==> src/axis_switch_pkg.sv <==
package axis_switch_pkg;

    ///////////////////////////////////////////////////////////////////////
    // Stream widths
    ///////////////////////////////////////////////////////////////////////

    localparam int data_width = 32;
    localparam int strb_width = 4;
    localparam int user_width = 2;
    localparam int tid_width = 2;

    // Upstream arbitration
    localparam int num_sources = 3;

    // Downstream ingress FIFO
    localparam int fifo_depth = 16;
    localparam int fifo_addr_width = 4;
    localparam int fifo_threshold = 6;

    ///////////////////////////////////////////////////////////////////////
    // Beat formats
    ///////////////////////////////////////////////////////////////////////

    typedef struct packed {
        logic [data_width-1:0] data;
        logic [strb_width-1:0] strb;
        logic [strb_width-1:0] keep;
        logic                  last;
        logic [user_width-1:0] user;
    } stream_beat_t;

    // Format on the serdes link and in each FIFO entry
    typedef struct packed {
        stream_beat_t         beat;
        logic [tid_width-1:0] tid;
    } serdes_beat_t;

    typedef enum logic [tid_width-1:0] {
        src_up = 2'd0,
        src_aa = 2'd1,
        src_la = 2'd2
    } source_e;

    typedef enum logic {
        arb_idle,
        arb_locked
    } arb_state_e;

    // Bit k grants source id k
    typedef logic [num_sources-1:0] grant_t;

endpackage

==> src/rr_arbiter.sv <==
`timescale 1ns/1ns

module rr_arbiter (
    input  logic                    axis_clk,
    input  logic                    axi_reset_n,
    input  axis_switch_pkg::grant_t req,
    input  logic                    accept_last,
    output axis_switch_pkg::grant_t grant
);

    axis_switch_pkg::arb_state_e state;

    // Source id with the highest priority in the next arbitration
    logic [axis_switch_pkg::tid_width-1:0] base_ptr;

    axis_switch_pkg::grant_t               pick;
    logic [axis_switch_pkg::tid_width-1:0] pick_id;
    logic [axis_switch_pkg::tid_width-1:0] next_ptr;

    ///////////////////////////////////////////////////////////////////////
    // Rotated priority pick
    ///////////////////////////////////////////////////////////////////////

    // Walk from the farthest offset back to the pointer,
    // so the requester closest to base_ptr is the one left standing
    always_comb begin
        int slot;
        pick = '0;
        pick_id = base_ptr;
        for (int i = axis_switch_pkg::num_sources - 1; i >= 0; i--) begin
            slot = int'(base_ptr) + i;
            if (slot >= axis_switch_pkg::num_sources) begin
                slot = slot - axis_switch_pkg::num_sources;
            end
            if (req[slot]) begin
                pick = '0;
                pick[slot] = 1'b1;
                pick_id = slot[axis_switch_pkg::tid_width-1:0];
            end
        end
    end

    // Pointer moves just past the winner
    assign next_ptr = (pick_id == axis_switch_pkg::num_sources - 1) ? '0 : pick_id + 1'b1;

    ///////////////////////////////////////////////////////////////////////
    // Grant and frame lock
    ///////////////////////////////////////////////////////////////////////

    always_ff @(posedge axis_clk or negedge axi_reset_n) begin
        if (!axi_reset_n) begin
            state <= axis_switch_pkg::arb_idle;
            base_ptr <= '0;
            grant <= '0;
        end else begin
            case (state)
                axis_switch_pkg::arb_idle: begin
                    if (|req) begin
                        grant <= pick;
                        base_ptr <= next_ptr;
                        state <= axis_switch_pkg::arb_locked;
                    end
                end
                axis_switch_pkg::arb_locked: begin
                    // Frame done once its tlast beat has been taken
                    if (accept_last) begin
                        grant <= '0;
                        state <= axis_switch_pkg::arb_idle;
                    end
                end
                default: begin
                    grant <= '0;
                    state <= axis_switch_pkg::arb_idle;
                end
            endcase
        end
    end

endmodule

==> src/upstream_mux.sv <==
`timescale 1ns/1ns

module upstream_mux (
    input  logic                          axis_clk,
    input  logic                          axi_reset_n,
    input  axis_switch_pkg::grant_t       grant,
    input  axis_switch_pkg::stream_beat_t up_as,
    input  axis_switch_pkg::stream_beat_t aa_as,
    input  axis_switch_pkg::stream_beat_t la_as,
    input  logic                          up_as_tvalid,
    input  logic                          aa_as_tvalid,
    input  logic                          la_as_tvalid,
    input  logic                          is_as_tready,
    output logic                          as_up_tready,
    output logic                          as_aa_tready,
    output logic                          as_la_tready,
    output axis_switch_pkg::serdes_beat_t as_is,
    output logic                          as_is_tvalid,
    output logic                          accept_last
);

    logic                          out_busy;
    logic                          take;
    axis_switch_pkg::stream_beat_t sel_beat;
    logic                          sel_valid;
    axis_switch_pkg::source_e      sel_id;

    // Output register holds a beat the serdes has not taken yet
    assign out_busy = as_is_tvalid && !is_as_tready;

    ///////////////////////////////////////////////////////////////////////
    // Source select
    ///////////////////////////////////////////////////////////////////////

    always_comb begin
        sel_beat = up_as;
        sel_valid = 1'b0;
        sel_id = axis_switch_pkg::src_up;
        if (grant[axis_switch_pkg::src_up]) begin
            sel_valid = up_as_tvalid;
        end else if (grant[axis_switch_pkg::src_aa]) begin
            sel_beat = aa_as;
            sel_valid = aa_as_tvalid;
            sel_id = axis_switch_pkg::src_aa;
        end else if (grant[axis_switch_pkg::src_la]) begin
            sel_beat = la_as;
            sel_valid = la_as_tvalid;
            sel_id = axis_switch_pkg::src_la;
        end
    end

    // Only the granted source ever sees ready
    assign as_up_tready = grant[axis_switch_pkg::src_up] && !out_busy;
    assign as_aa_tready = grant[axis_switch_pkg::src_aa] && !out_busy;
    assign as_la_tready = grant[axis_switch_pkg::src_la] && !out_busy;

    assign take = sel_valid && !out_busy;
    assign accept_last = take && sel_beat.last;

    ///////////////////////////////////////////////////////////////////////
    // Serdes output stage
    ///////////////////////////////////////////////////////////////////////

    always_ff @(posedge axis_clk or negedge axi_reset_n) begin
        if (!axi_reset_n) begin
            as_is_tvalid <= 1'b0;
        end else if (take) begin
            as_is_tvalid <= 1'b1;
        end else if (is_as_tready) begin
            as_is_tvalid <= 1'b0;
        end
    end

    // Stamp the source id on tid
    always_ff @(posedge axis_clk) begin
        if (take) begin
            as_is.beat <= sel_beat;
            as_is.tid <= sel_id;
        end
    end

endmodule

==> src/downstream_fifo.sv <==
`timescale 1ns/1ns

module downstream_fifo (
    input  logic                          axis_clk,
    input  logic                          axi_reset_n,
    input  axis_switch_pkg::serdes_beat_t is_as,
    input  logic                          is_as_tvalid,
    output logic                          as_is_tready,
    output axis_switch_pkg::stream_beat_t as_up,
    output axis_switch_pkg::stream_beat_t as_aa,
    output logic                          as_up_tvalid,
    output logic                          as_aa_tvalid,
    input  logic                          up_as_tready,
    input  logic                          aa_as_tready
);

    axis_switch_pkg::serdes_beat_t mem [axis_switch_pkg::fifo_depth];

    // Pointers carry one extra wrap bit
    logic [axis_switch_pkg::fifo_addr_width:0] wr_ptr;
    logic [axis_switch_pkg::fifo_addr_width:0] rd_ptr;
    logic [axis_switch_pkg::fifo_addr_width:0] count;

    logic                          full;
    logic                          empty;
    logic                          push;
    logic                          pop;
    axis_switch_pkg::serdes_beat_t head;
    axis_switch_pkg::source_e      head_tid;

    ///////////////////////////////////////////////////////////////////////
    // Occupancy and link back-pressure
    ///////////////////////////////////////////////////////////////////////

    assign count = wr_ptr - rd_ptr;
    assign full = (count == axis_switch_pkg::fifo_depth);
    assign empty = (count == '0);

    // Serdes needs a few cycles to react, hence the margin below full
    assign as_is_tready = !(count > axis_switch_pkg::fifo_threshold);

    assign push = is_as_tvalid && !full;

    always_ff @(posedge axis_clk) begin
        if (push) begin
            mem[wr_ptr[axis_switch_pkg::fifo_addr_width-1:0]] <= is_as;
        end
    end

    ///////////////////////////////////////////////////////////////////////
    // Head routing by tid
    ///////////////////////////////////////////////////////////////////////

    assign head = mem[rd_ptr[axis_switch_pkg::fifo_addr_width-1:0]];
    assign head_tid = axis_switch_pkg::source_e'(head.tid);

    assign as_up = head.beat;
    assign as_aa = head.beat;

    assign as_up_tvalid = !empty && (head_tid == axis_switch_pkg::src_up);
    assign as_aa_tvalid = !empty && (head_tid == axis_switch_pkg::src_aa);

    always_comb begin
        pop = 1'b0;
        if (!empty) begin
            case (head_tid)
                axis_switch_pkg::src_up: pop = up_as_tready;
                axis_switch_pkg::src_aa: pop = aa_as_tready;
                // No sink for this id, drop it
                default: pop = 1'b1;
            endcase
        end
    end

    ///////////////////////////////////////////////////////////////////////
    // Pointers
    ///////////////////////////////////////////////////////////////////////

    always_ff @(posedge axis_clk or negedge axi_reset_n) begin
        if (!axi_reset_n) begin
            wr_ptr <= '0;
        end else if (push) begin
            wr_ptr <= wr_ptr + 1'b1;
        end
    end

    always_ff @(posedge axis_clk or negedge axi_reset_n) begin
        if (!axi_reset_n) begin
            rd_ptr <= '0;
        end else if (pop) begin
            rd_ptr <= rd_ptr + 1'b1;
        end
    end

endmodule

==> src/axis_switch.sv <==
`timescale 1ns/1ns

module axis_switch (
    input  logic                          axis_clk,
    input  logic                          axi_reset_n,

    // Upstream sources
    input  axis_switch_pkg::stream_beat_t up_as,
    input  logic                          up_as_tvalid,
    output logic                          as_up_tready,
    input  axis_switch_pkg::stream_beat_t aa_as,
    input  logic                          aa_as_tvalid,
    output logic                          as_aa_tready,
    input  axis_switch_pkg::stream_beat_t la_as,
    input  logic                          la_as_tvalid,
    output logic                          as_la_tready,

    // To io serdes
    output axis_switch_pkg::serdes_beat_t as_is,
    output logic                          as_is_tvalid,
    input  logic                          is_as_tready,

    // From io serdes
    input  axis_switch_pkg::serdes_beat_t is_as,
    input  logic                          is_as_tvalid,
    output logic                          as_is_tready,

    // Downstream sinks
    output axis_switch_pkg::stream_beat_t as_up,
    output logic                          as_up_tvalid,
    input  logic                          up_as_tready,
    output axis_switch_pkg::stream_beat_t as_aa,
    output logic                          as_aa_tvalid,
    input  logic                          aa_as_tready
);

    axis_switch_pkg::grant_t req;
    axis_switch_pkg::grant_t grant;
    logic                    accept_last;

    // Bit position matches the source id
    assign req = {la_as_tvalid, aa_as_tvalid, up_as_tvalid};

    ///////////////////////////////////////////////////////////////////////
    // Upstream path
    ///////////////////////////////////////////////////////////////////////

    rr_arbiter u_arbiter (
        .axis_clk    (axis_clk),
        .axi_reset_n (axi_reset_n),
        .req         (req),
        .accept_last (accept_last),
        .grant       (grant)
    );

    upstream_mux u_mux (
        .axis_clk     (axis_clk),
        .axi_reset_n  (axi_reset_n),
        .grant        (grant),
        .up_as        (up_as),
        .aa_as        (aa_as),
        .la_as        (la_as),
        .up_as_tvalid (up_as_tvalid),
        .aa_as_tvalid (aa_as_tvalid),
        .la_as_tvalid (la_as_tvalid),
        .is_as_tready (is_as_tready),
        .as_up_tready (as_up_tready),
        .as_aa_tready (as_aa_tready),
        .as_la_tready (as_la_tready),
        .as_is        (as_is),
        .as_is_tvalid (as_is_tvalid),
        .accept_last  (accept_last)
    );

    ///////////////////////////////////////////////////////////////////////
    // Downstream path
    ///////////////////////////////////////////////////////////////////////

    downstream_fifo u_fifo (
        .axis_clk     (axis_clk),
        .axi_reset_n  (axi_reset_n),
        .is_as        (is_as),
        .is_as_tvalid (is_as_tvalid),
        .as_is_tready (as_is_tready),
        .as_up        (as_up),
        .as_aa        (as_aa),
        .as_up_tvalid (as_up_tvalid),
        .as_aa_tvalid (as_aa_tvalid),
        .up_as_tready (up_as_tready),
        .aa_as_tready (aa_as_tready)
    );

endmodule

==> config.mk <==
export PLATFORM = sky130hd
export DESIGN_NAME = axis_switch
export DESIGN_NICKNAME = d
export VERILOG_FILES = /design/src/axis_switch_pkg.sv /design/src/rr_arbiter.sv /design/src/upstream_mux.sv /design/src/downstream_fifo.sv /design/src/axis_switch.sv
export SDC_FILE = /design/constraint.sdc
export NUM_CORES = 1
export LEC_CHECK = 0
export BUFFER_PORTS_ARGS = -buffer_cell sky130_fd_sc_hd__buf_2
export CAP_MARGIN = 10
export CORE_UTILIZATION = 40
export CTS_CLUSTER_SIZE = 40
export DETAILED_ROUTE_END_ITERATION = 10
export GPL_ROUTABILITY_DRIVEN = 0
export SETUP_SLACK_MARGIN = 0.15
export SLEW_MARGIN = 10
export SYNTH_ARGS = -nofsm -noshare
export SYNTH_HDL_FRONTEND = slang
export SYNTH_SLANG_ARGS = --single-unit
==> constraint.sdc <==
create_clock -name axis_clk -period 12.5 [get_ports axis_clk]
set_input_delay 0 -clock axis_clk [delete_from_list [all_inputs] [get_ports axis_clk]]
set_output_delay 0 -clock axis_clk [all_outputs]
set_load 0.02 [all_outputs]
==> results of run 1 <==
-- flip-flops by register name (all words and copies together), names as in the netlist --
name / count
u_fifo.mem: 720
u_arbiter.base_ptr: 2
u_arbiter.state: 1
u_fifo.wr_ptr: 5
u_fifo.rd_ptr: 5
u_mux.as_is_tvalid: 1
u_arbiter.grant: 3
u_mux.as_is: 45
-- critical path: stages, from the launching register on --
cell and delay [ns]:
dfrtp_4 0.99, inv_1 0.23, fa_1 0.51, a21o_1 0.19
a21oi_1 0.26, xor2_1 0.18, o31a_1 0.32, nand2_1 0.30
nor3_2 0.54, buf_4 0.70
-- cells by family after synthesis --
| family | Yosys count | share of synthesized area |
|---|---|---|
| simple gates | 125 | 0.0223 |
| flops | 782 | 0.748 |
| fa+ha+maj | 12 | 0.00504 |
| xor+xnor | 14 | 0.00392 |
| mux | 231 | 0.162 |
| buf+inv | 142 | 0.0245 |
| compound gates | 169 | 0.0343 |
-- metal layers --
metal / routed length, um / track usage / vias up
met1: 30000 / 0.235 / 8501
met4: 2230 / 0.0630 / 6
met2: 36000 / 0.306 / 559
met3: 4290 / 0.0380 / 119
met5: 37 / 0 / -
li1: - / - / 7111
-- cells in the final DEF, fill, tap and decap left out, drive strengths merged, types with 5 or more instances in the layout --
cell,instances
nand2b,5
clkbuf,99
dfrtp,17
nor2,18
bufinv,7
edfxtp,765
nor3,8
xnor2,10
clkinv,43
nand3,5
nand2,18
a21oi,48
buf,351
a21o,5
mux2i,10
inv,14
mux4,219
ha,11
dlygate4sd3,186
o21ai,52
a22oi,44
nor2b,50
-- area by class of cell --
type | count | share of cell area
repair buffers | 537 | 0.0962
clock inverters | 54 | 0.0140
inverters | 13 | 0.00130
multi-input cells | 551 | 0.189
clock buffers | 99 | 0.0564
well taps | 1040 | 0.0339
flip-flops and latches | 782 | 0.609
diodes | 2 | 0.000130
-- power groups by stage --
| stage | Sequential (W) | Combinational, W | Clock, W |
|---|---|---|---|
| 6_report | 0.00345 | 0.00342 | 0.00241 |
| 5_1_grt | 0.00349 | 0.00366 | 0.00256 |
| 4_1_cts | 0.00346 | 0.00347 | 0.00246 |
| 3_5_place_dp | 0.00351 | 0.00325 | 0 |
| 3_3_place_gp | 0.00350 | 0.00324 | 0 |
| 2_1_floorplan | 0.00349 | 0.00243 | 0 |
-- how the worst max path moves through the flow --
| stage | start | to |
|---|---|---|
| 2_1_floorplan | u_fifo.rd_ptr[2] | u_fifo.mem[3][0] |
| 3_3_place_gp | u_fifo.rd_ptr[1] | u_fifo.mem[2][29] |
| 3_5_place_dp | u_fifo.rd_ptr[1] | u_fifo.mem[2][30] |
| 4_1_cts | u_fifo.rd_ptr[0] | as_up[15] |
| 5_1_grt | u_fifo.rd_ptr[0] | as_aa[14] |
| 6_report | u_fifo.rd_ptr[1] | u_fifo.mem[2][16] |
-- what timing repair did --
action                                  4_1_cts  5_1_grt
hold buffers                                186        0
hold endpoints to repair                    793        0
buffers inserted                              0        0
endpoints found under the setup margin        0        0
-- through the flow --
step                      hold slack [ns]   util  setup WS, ns  area, um2
after floorplan                    -0.296      -          6.41      31300
after global placement            -0.0315  0.437          7.91      33800
after detailed placement          -0.0189  0.437          7.83      33800
after CTS                          0.0108  0.496          7.65      38400
after global routing               0.0450  0.496          7.45      38400
final                              0.0464  0.496          7.85      38400
==> impl_metrics.toml, run 1 <==
[yosys]
synth_nets = 1670
synth_edf_count = 765
synthTopCellsByCount = "edfxtp_1 (765), mux4_2 (219), buf_4 (54), clkbuf_1 (51), o21ai_0 (51)"
synth_area_um2 = 31300
synthCells = 1475
synth_most_common_cell = "edfxtp_1"
synth_top_cell_area_share = 0.734
synth_ff_type = "edfxtp_1"
yosysWarnings = 0
synth_cell_types = 53
syn_avg_cell_area_um2 = 21.2
yosys-top-cells-area = "edfxtp_1 (73%), mux4_2 (16%), dfrtp_1 (1.4%)"
synth_area_leader_cell = "edfxtp_1"
synth-seq-cells = 782
ys_seq_area_frac = 0.748
async_flop_share = 0.0217

[power]
switching_share = 0.337
cellPowerDensity_nw_per_um2 = 242
share_comb_of_total_power = 0.368
finalPower_w = 0.00928
pwr-share-clk = 0.259
p_sw_w = 0.00313
p_leak_nw = 12.8
seqPwrFrac = 0.372
ir_drop_mv = 0.200
intPower_w = 0.00615

[job]
cap_violations = 0

[global_routing]
grtUsageTotal = 0.182
grt_max_degree = 72
antenna_found_initial = 4
grt-ovfl-total = 0
grt_pass1_vias = 17089
grt_pass1_wl_um = 106000

[route]
detailedRoute.firstIterationViolations = 1267
dr.pass1.iters = 5
vias_per_cell = 5.29
drt-total-wl_um = 72500
wl_per_cell_um = 23.6
ant_nets = 0
via_count = 16296
drc_errors = 0

[die]
io_pins = 321
initial_core_util = 0.404
coreArea_um2 = 77500
dieArea_um2 = 79400
die_height_um = 282
fp-row-count = 102
die_w_um = 282

[final_layout]
fin_cells = 3078
seq_area_um2 = 23400
drive_above_1_share = 0.356
syn2layout_area_growth_pct = 22.8
multi_input_area_um2 = 7250
fillers = 6169
final_nets = 2163

[clock_network]
clk_pin_slew_ns = 0.06
htree_num_levels = 3
clock_latency_ns = 0.64
cts_buffers = 83
root_buffer = "clkbuf_16"
post_cts_resized = 0
clock_path_buffers = 3
tritoncts = "done"
cts_sinks = 782

[timing]
finalCritPeriodShare = 0.372
max_freq_ghz = 0.215
finalHoldViolCount = 0
worstMarginPinSlew_ns = 1.10
rsz0062_at_grt = "false"
drv_slew = 0
min_period_ns = 4.65
slew-limit-headroom = 0.268
setup_viol = 0
skew_ns = 0.0500
fin_tns_setup_ns = 0

[placement]
portBuffers = 320
dp.cells = 2737
dp_hpwl_um = 40200

[critical_path]
reg2reg_depth = 9
crit_path_start_kind = "flop"
r2r_slack_ns = 7.85
crit_required_ns = 12.74
critPathCaptureType = "flop"
r2r_start = "u_fifo.rd_ptr[1]"
cp.arrival_ns = 4.90
path_max_fanout = 56
reg2reg_to = "u_fifo.mem[2][16]"
critPathKind = "reg -> reg"

[min_path]
min_path_type = "in -> reg"
hp-start = "up_as_tready"
hold_path_depth = 5
hold_path_end = "u_fifo.rd_ptr[3]"

[outcome]
status = "finished, final reports clean"
No activity file was read; power rests on OpenSTA's default activity.
==> run 2: changes to the inputs <==
ABC_AREA = 1   (was not set)
clock period = 4.2 ns   (was 12.5 ns; I/O delays follow)
==> run 2 against run 1 <==
Via count grew 32%; area after synthesis grew 0.84%; die area grew 0.84%; global-route usage grew 2.6 points; worst hold slack gained 0.044 ns; non-clock buffer count shrank 19; largest power group is now combinational logic; highest routed layer unchanged.
==> impl_metrics.toml, run 2 <==
[timing]
skew_ns = 0.0391
finalCritPeriodShare = 0.902
rsz0062_at_grt = "false"
holdWs_ns = 0.0903
max_freq_ghz = 0.264
setup_viol = 0
finalHoldViolCount = 0
drv_slew = 0
slew-limit-headroom = 0.214
fin_tns_setup_ns = 0
min_period_ns = 3.79
worstMarginPinSlew_ns = 1.18

[final_layout]
layout_common_cells = "edfxtp_1 (765), nor2_1 (362), o21ai_0 (361)"
multi_input_area_um2 = 6960
final_nets = 3054
final_common_cell = "edfxtp_1"
fin_cells = 3968
syn2layout_area_growth_pct = 21.1
final_core_util = 0.492
seq_area_um2 = 23400
drive_above_1_share = 0.177
fillers = 6562
largest_reg_flops = 720

[critical_path]
path_max_fanout = 96
crit_path_start_kind = "flop"
cp.arrival_ns = 4.31
crit_required_ns = 4.72
crit_top_cell = "nand2_1"
worst_path_max_delay_cell = "buf_4"
crit_chain = "inv_4 > buf_4 > nor2_1 > o21ai_1 > nand2_1 > nand2_1 > nand2_1 > nor2_2 > nand3_2 > nand4_1 > dlygate4sd3_1 > nand2_1 > dlygate4sd3_1"
critPathCaptureType = "flop"
r2r_start = "u_fifo.rd_ptr[1]"
cpPeakStageDelay_ns = 0.83
reg2reg_to = "u_fifo.rd_ptr[0]"
r2r_slack_ns = 0.41
reg2reg_depth = 13
crit_family = "buffers and inverters"
critPathKind = "reg -> reg"
crit_buf_inv = 4

[die]
io_pins = 321
dieArea_um2 = 80000
die_w_um = 283
die_height_um = 283
initial_core_util = 0.406
coreArea_um2 = 77700
fp-row-count = 102

[clock_network]
clock_latency_ns = 0.66
clock_path_buffers = 3
htree_num_levels = 3
root_buffer = "clkbuf_16"
tritoncts = "done"
clk_pin_slew_ns = 0.07
cts_buffers = 81
cts_sinks = 782

[power]
cellPowerDensity_nw_per_um2 = 734
ir_drop_mv = 0.584
finalPower_w = 0.0281
p_leak_nw = 13.3

[yosys]
ys_seq_area_frac = 0.741
synth_area_um2 = 31600
synthCells = 2455
synthTopCellsByCount = "edfxtp_1 (765), nor2_1 (379), o21ai_0 (361), nand2_1 (251), clkbuf_1 (112)"
async_flop_share = 0.0217
synth_cell_types = 32
syn_avg_cell_area_um2 = 12.9
synth_nets = 2650
synth_most_common_cell = "edfxtp_1"
synth_ff_type = "edfxtp_1"
synth_area_leader_cell = "edfxtp_1"
synth_edf_count = 765
yosysWarnings = 0
synth_top_cell_area_share = 0.728
synth-seq-cells = 782
yosys-top-cells-area = "edfxtp_1 (73%), o21ai_0 (5.7%), nor2_1 (4.5%)"

[global_routing]
grt_pass1_wl_um = 125000
grt_max_degree = 253
grt-ovfl-total = 0
grt_pass1_vias = 20942
antenna_found_initial = 6
grtUsageTotal = 0.208

[min_path]
hold_path_end = "u_mux.as_is[38]"
hp-start = "up_as[36]"
hold_path_depth = 3
min_path_type = "in -> reg"

[route]
wl_met1_um = 36000
detailedRoute.firstIterationViolations = 1737
dr_wl_met2_um = 40900
dr.pass1.iters = 7
drc_errors = 0
ant_nets = 0
met3_length_um = 6650
via_count = 21567
wl_per_cell_um = 21.8
vias_per_cell = 5.44
drt-total-wl_um = 86500
routed.top_layer = "met5"

[outcome]
status = "finished, final reports clean"

[placement]
dp_hpwl_um = 45600
dp.cells = 3671
portBuffers = 320

[job]
cap_violations = 0
## run 2: cell types whose count changed after synthesis, moves of 61 or more
cell	delta
clkbuf_1	+61
inv_1	+83
mux4_2	-219
nand2_1	+233
nand3_1	+91
nor2_1	+361
o211ai_1	+62
o21ai_0	+310
o221ai_1	+67
o22ai_1	+105
## run 2: cell families (layout without fill, tap and decap cells)
family	count (synthesis)	count (layout)	synth area share
AOI/OAI and AO/OA	607	607	0.114
xor gates and xnor gates	11	11	0.00305
adders and majority gates	12	12	0.00500
buffers and inverters	298	767	0.0426
DFF	782	782	0.741
other	0	4	0
and+or+nand+nor	745	745	0.0941
## run 2: worst reg2reg max path, cell delays in order (launching register included)
cell and delay (ns):
dfrtp_4 0.55, inv_4 0.10, buf_4 0.84, nor2_1 0.15, o21ai_1 0.11, nand2_1 0.07
nand2_1 0.07, nand2_1 0.14, nor2_2 0.20, nand3_2 0.16, nand4_1 0.12, dlygate4sd3_1 0.56
nand2_1 0.05, dlygate4sd3_1 0.55
## run 2: power by group
group          switching [W]  internal, W
clock                0.00300      0.00409
sequential          0.000319      0.00970
combinational        0.00776      0.00321
total                 0.0111       0.0170
## run 2: stage by stage
step | setup WS, ns | instance area, um2
floorplan | -0.312 | 31600
global placement | 0.601 | 34100
detailed placement | 0.571 | 34100
CTS | 0.312 | 38200
global route | 0.186 | 38200
finish | 0.411 | 38200
## run 2: how the worst max path moves through the flow
stage                     start           endpoint  slack [ns]  cells past startpoint
2_1_floorplan  u_fifo.rd_ptr[1]  u_fifo.mem[11][0]       -0.31                     12
3_3_place_gp   u_fifo.rd_ptr[0]   u_fifo.mem[8][8]        0.60                     12
3_5_place_dp   u_fifo.rd_ptr[0]  u_fifo.mem[8][11]        0.57                     12
4_1_cts        u_fifo.rd_ptr[0]           as_aa[4]        0.31                      7
5_1_grt        u_fifo.rd_ptr[1]   u_fifo.rd_ptr[0]        0.19                     14
6_report       u_fifo.rd_ptr[1]   u_fifo.rd_ptr[0]        0.41                     13
## run 2: timing repair
| action | 4_1_cts | 5_1_grt |
|---|---|---|
| cloned | 0 | 1 |
| endpoints found under the setup margin | 22 | 14 |
| resized for setup | 2 | 0 |
| setup buffers | 0 | 0 |
| hold buffers | 144 | 0 |
| endpoints found under the hold margin | 805 | 0 |
## run 2: routing by layer
layer  vias to the layer above  global-route usage
li1                       9807                   -
met1                     10699               0.270
met2                       903               0.344
met3                       154              0.0383
met4                         4              0.0830
met5                         -                   0
## run 2: final cells by class
class,count,area share
Sequential cell,782,0.612
Multi-Input combinational cell,1375,0.182
Timing Repair Buffer,518,0.0923
Clock buffer,95,0.0547
Tap cell,1040,0.0340
Clock inverter,53,0.0143
Inverter,101,0.0102
Antenna cell,4,0.000262
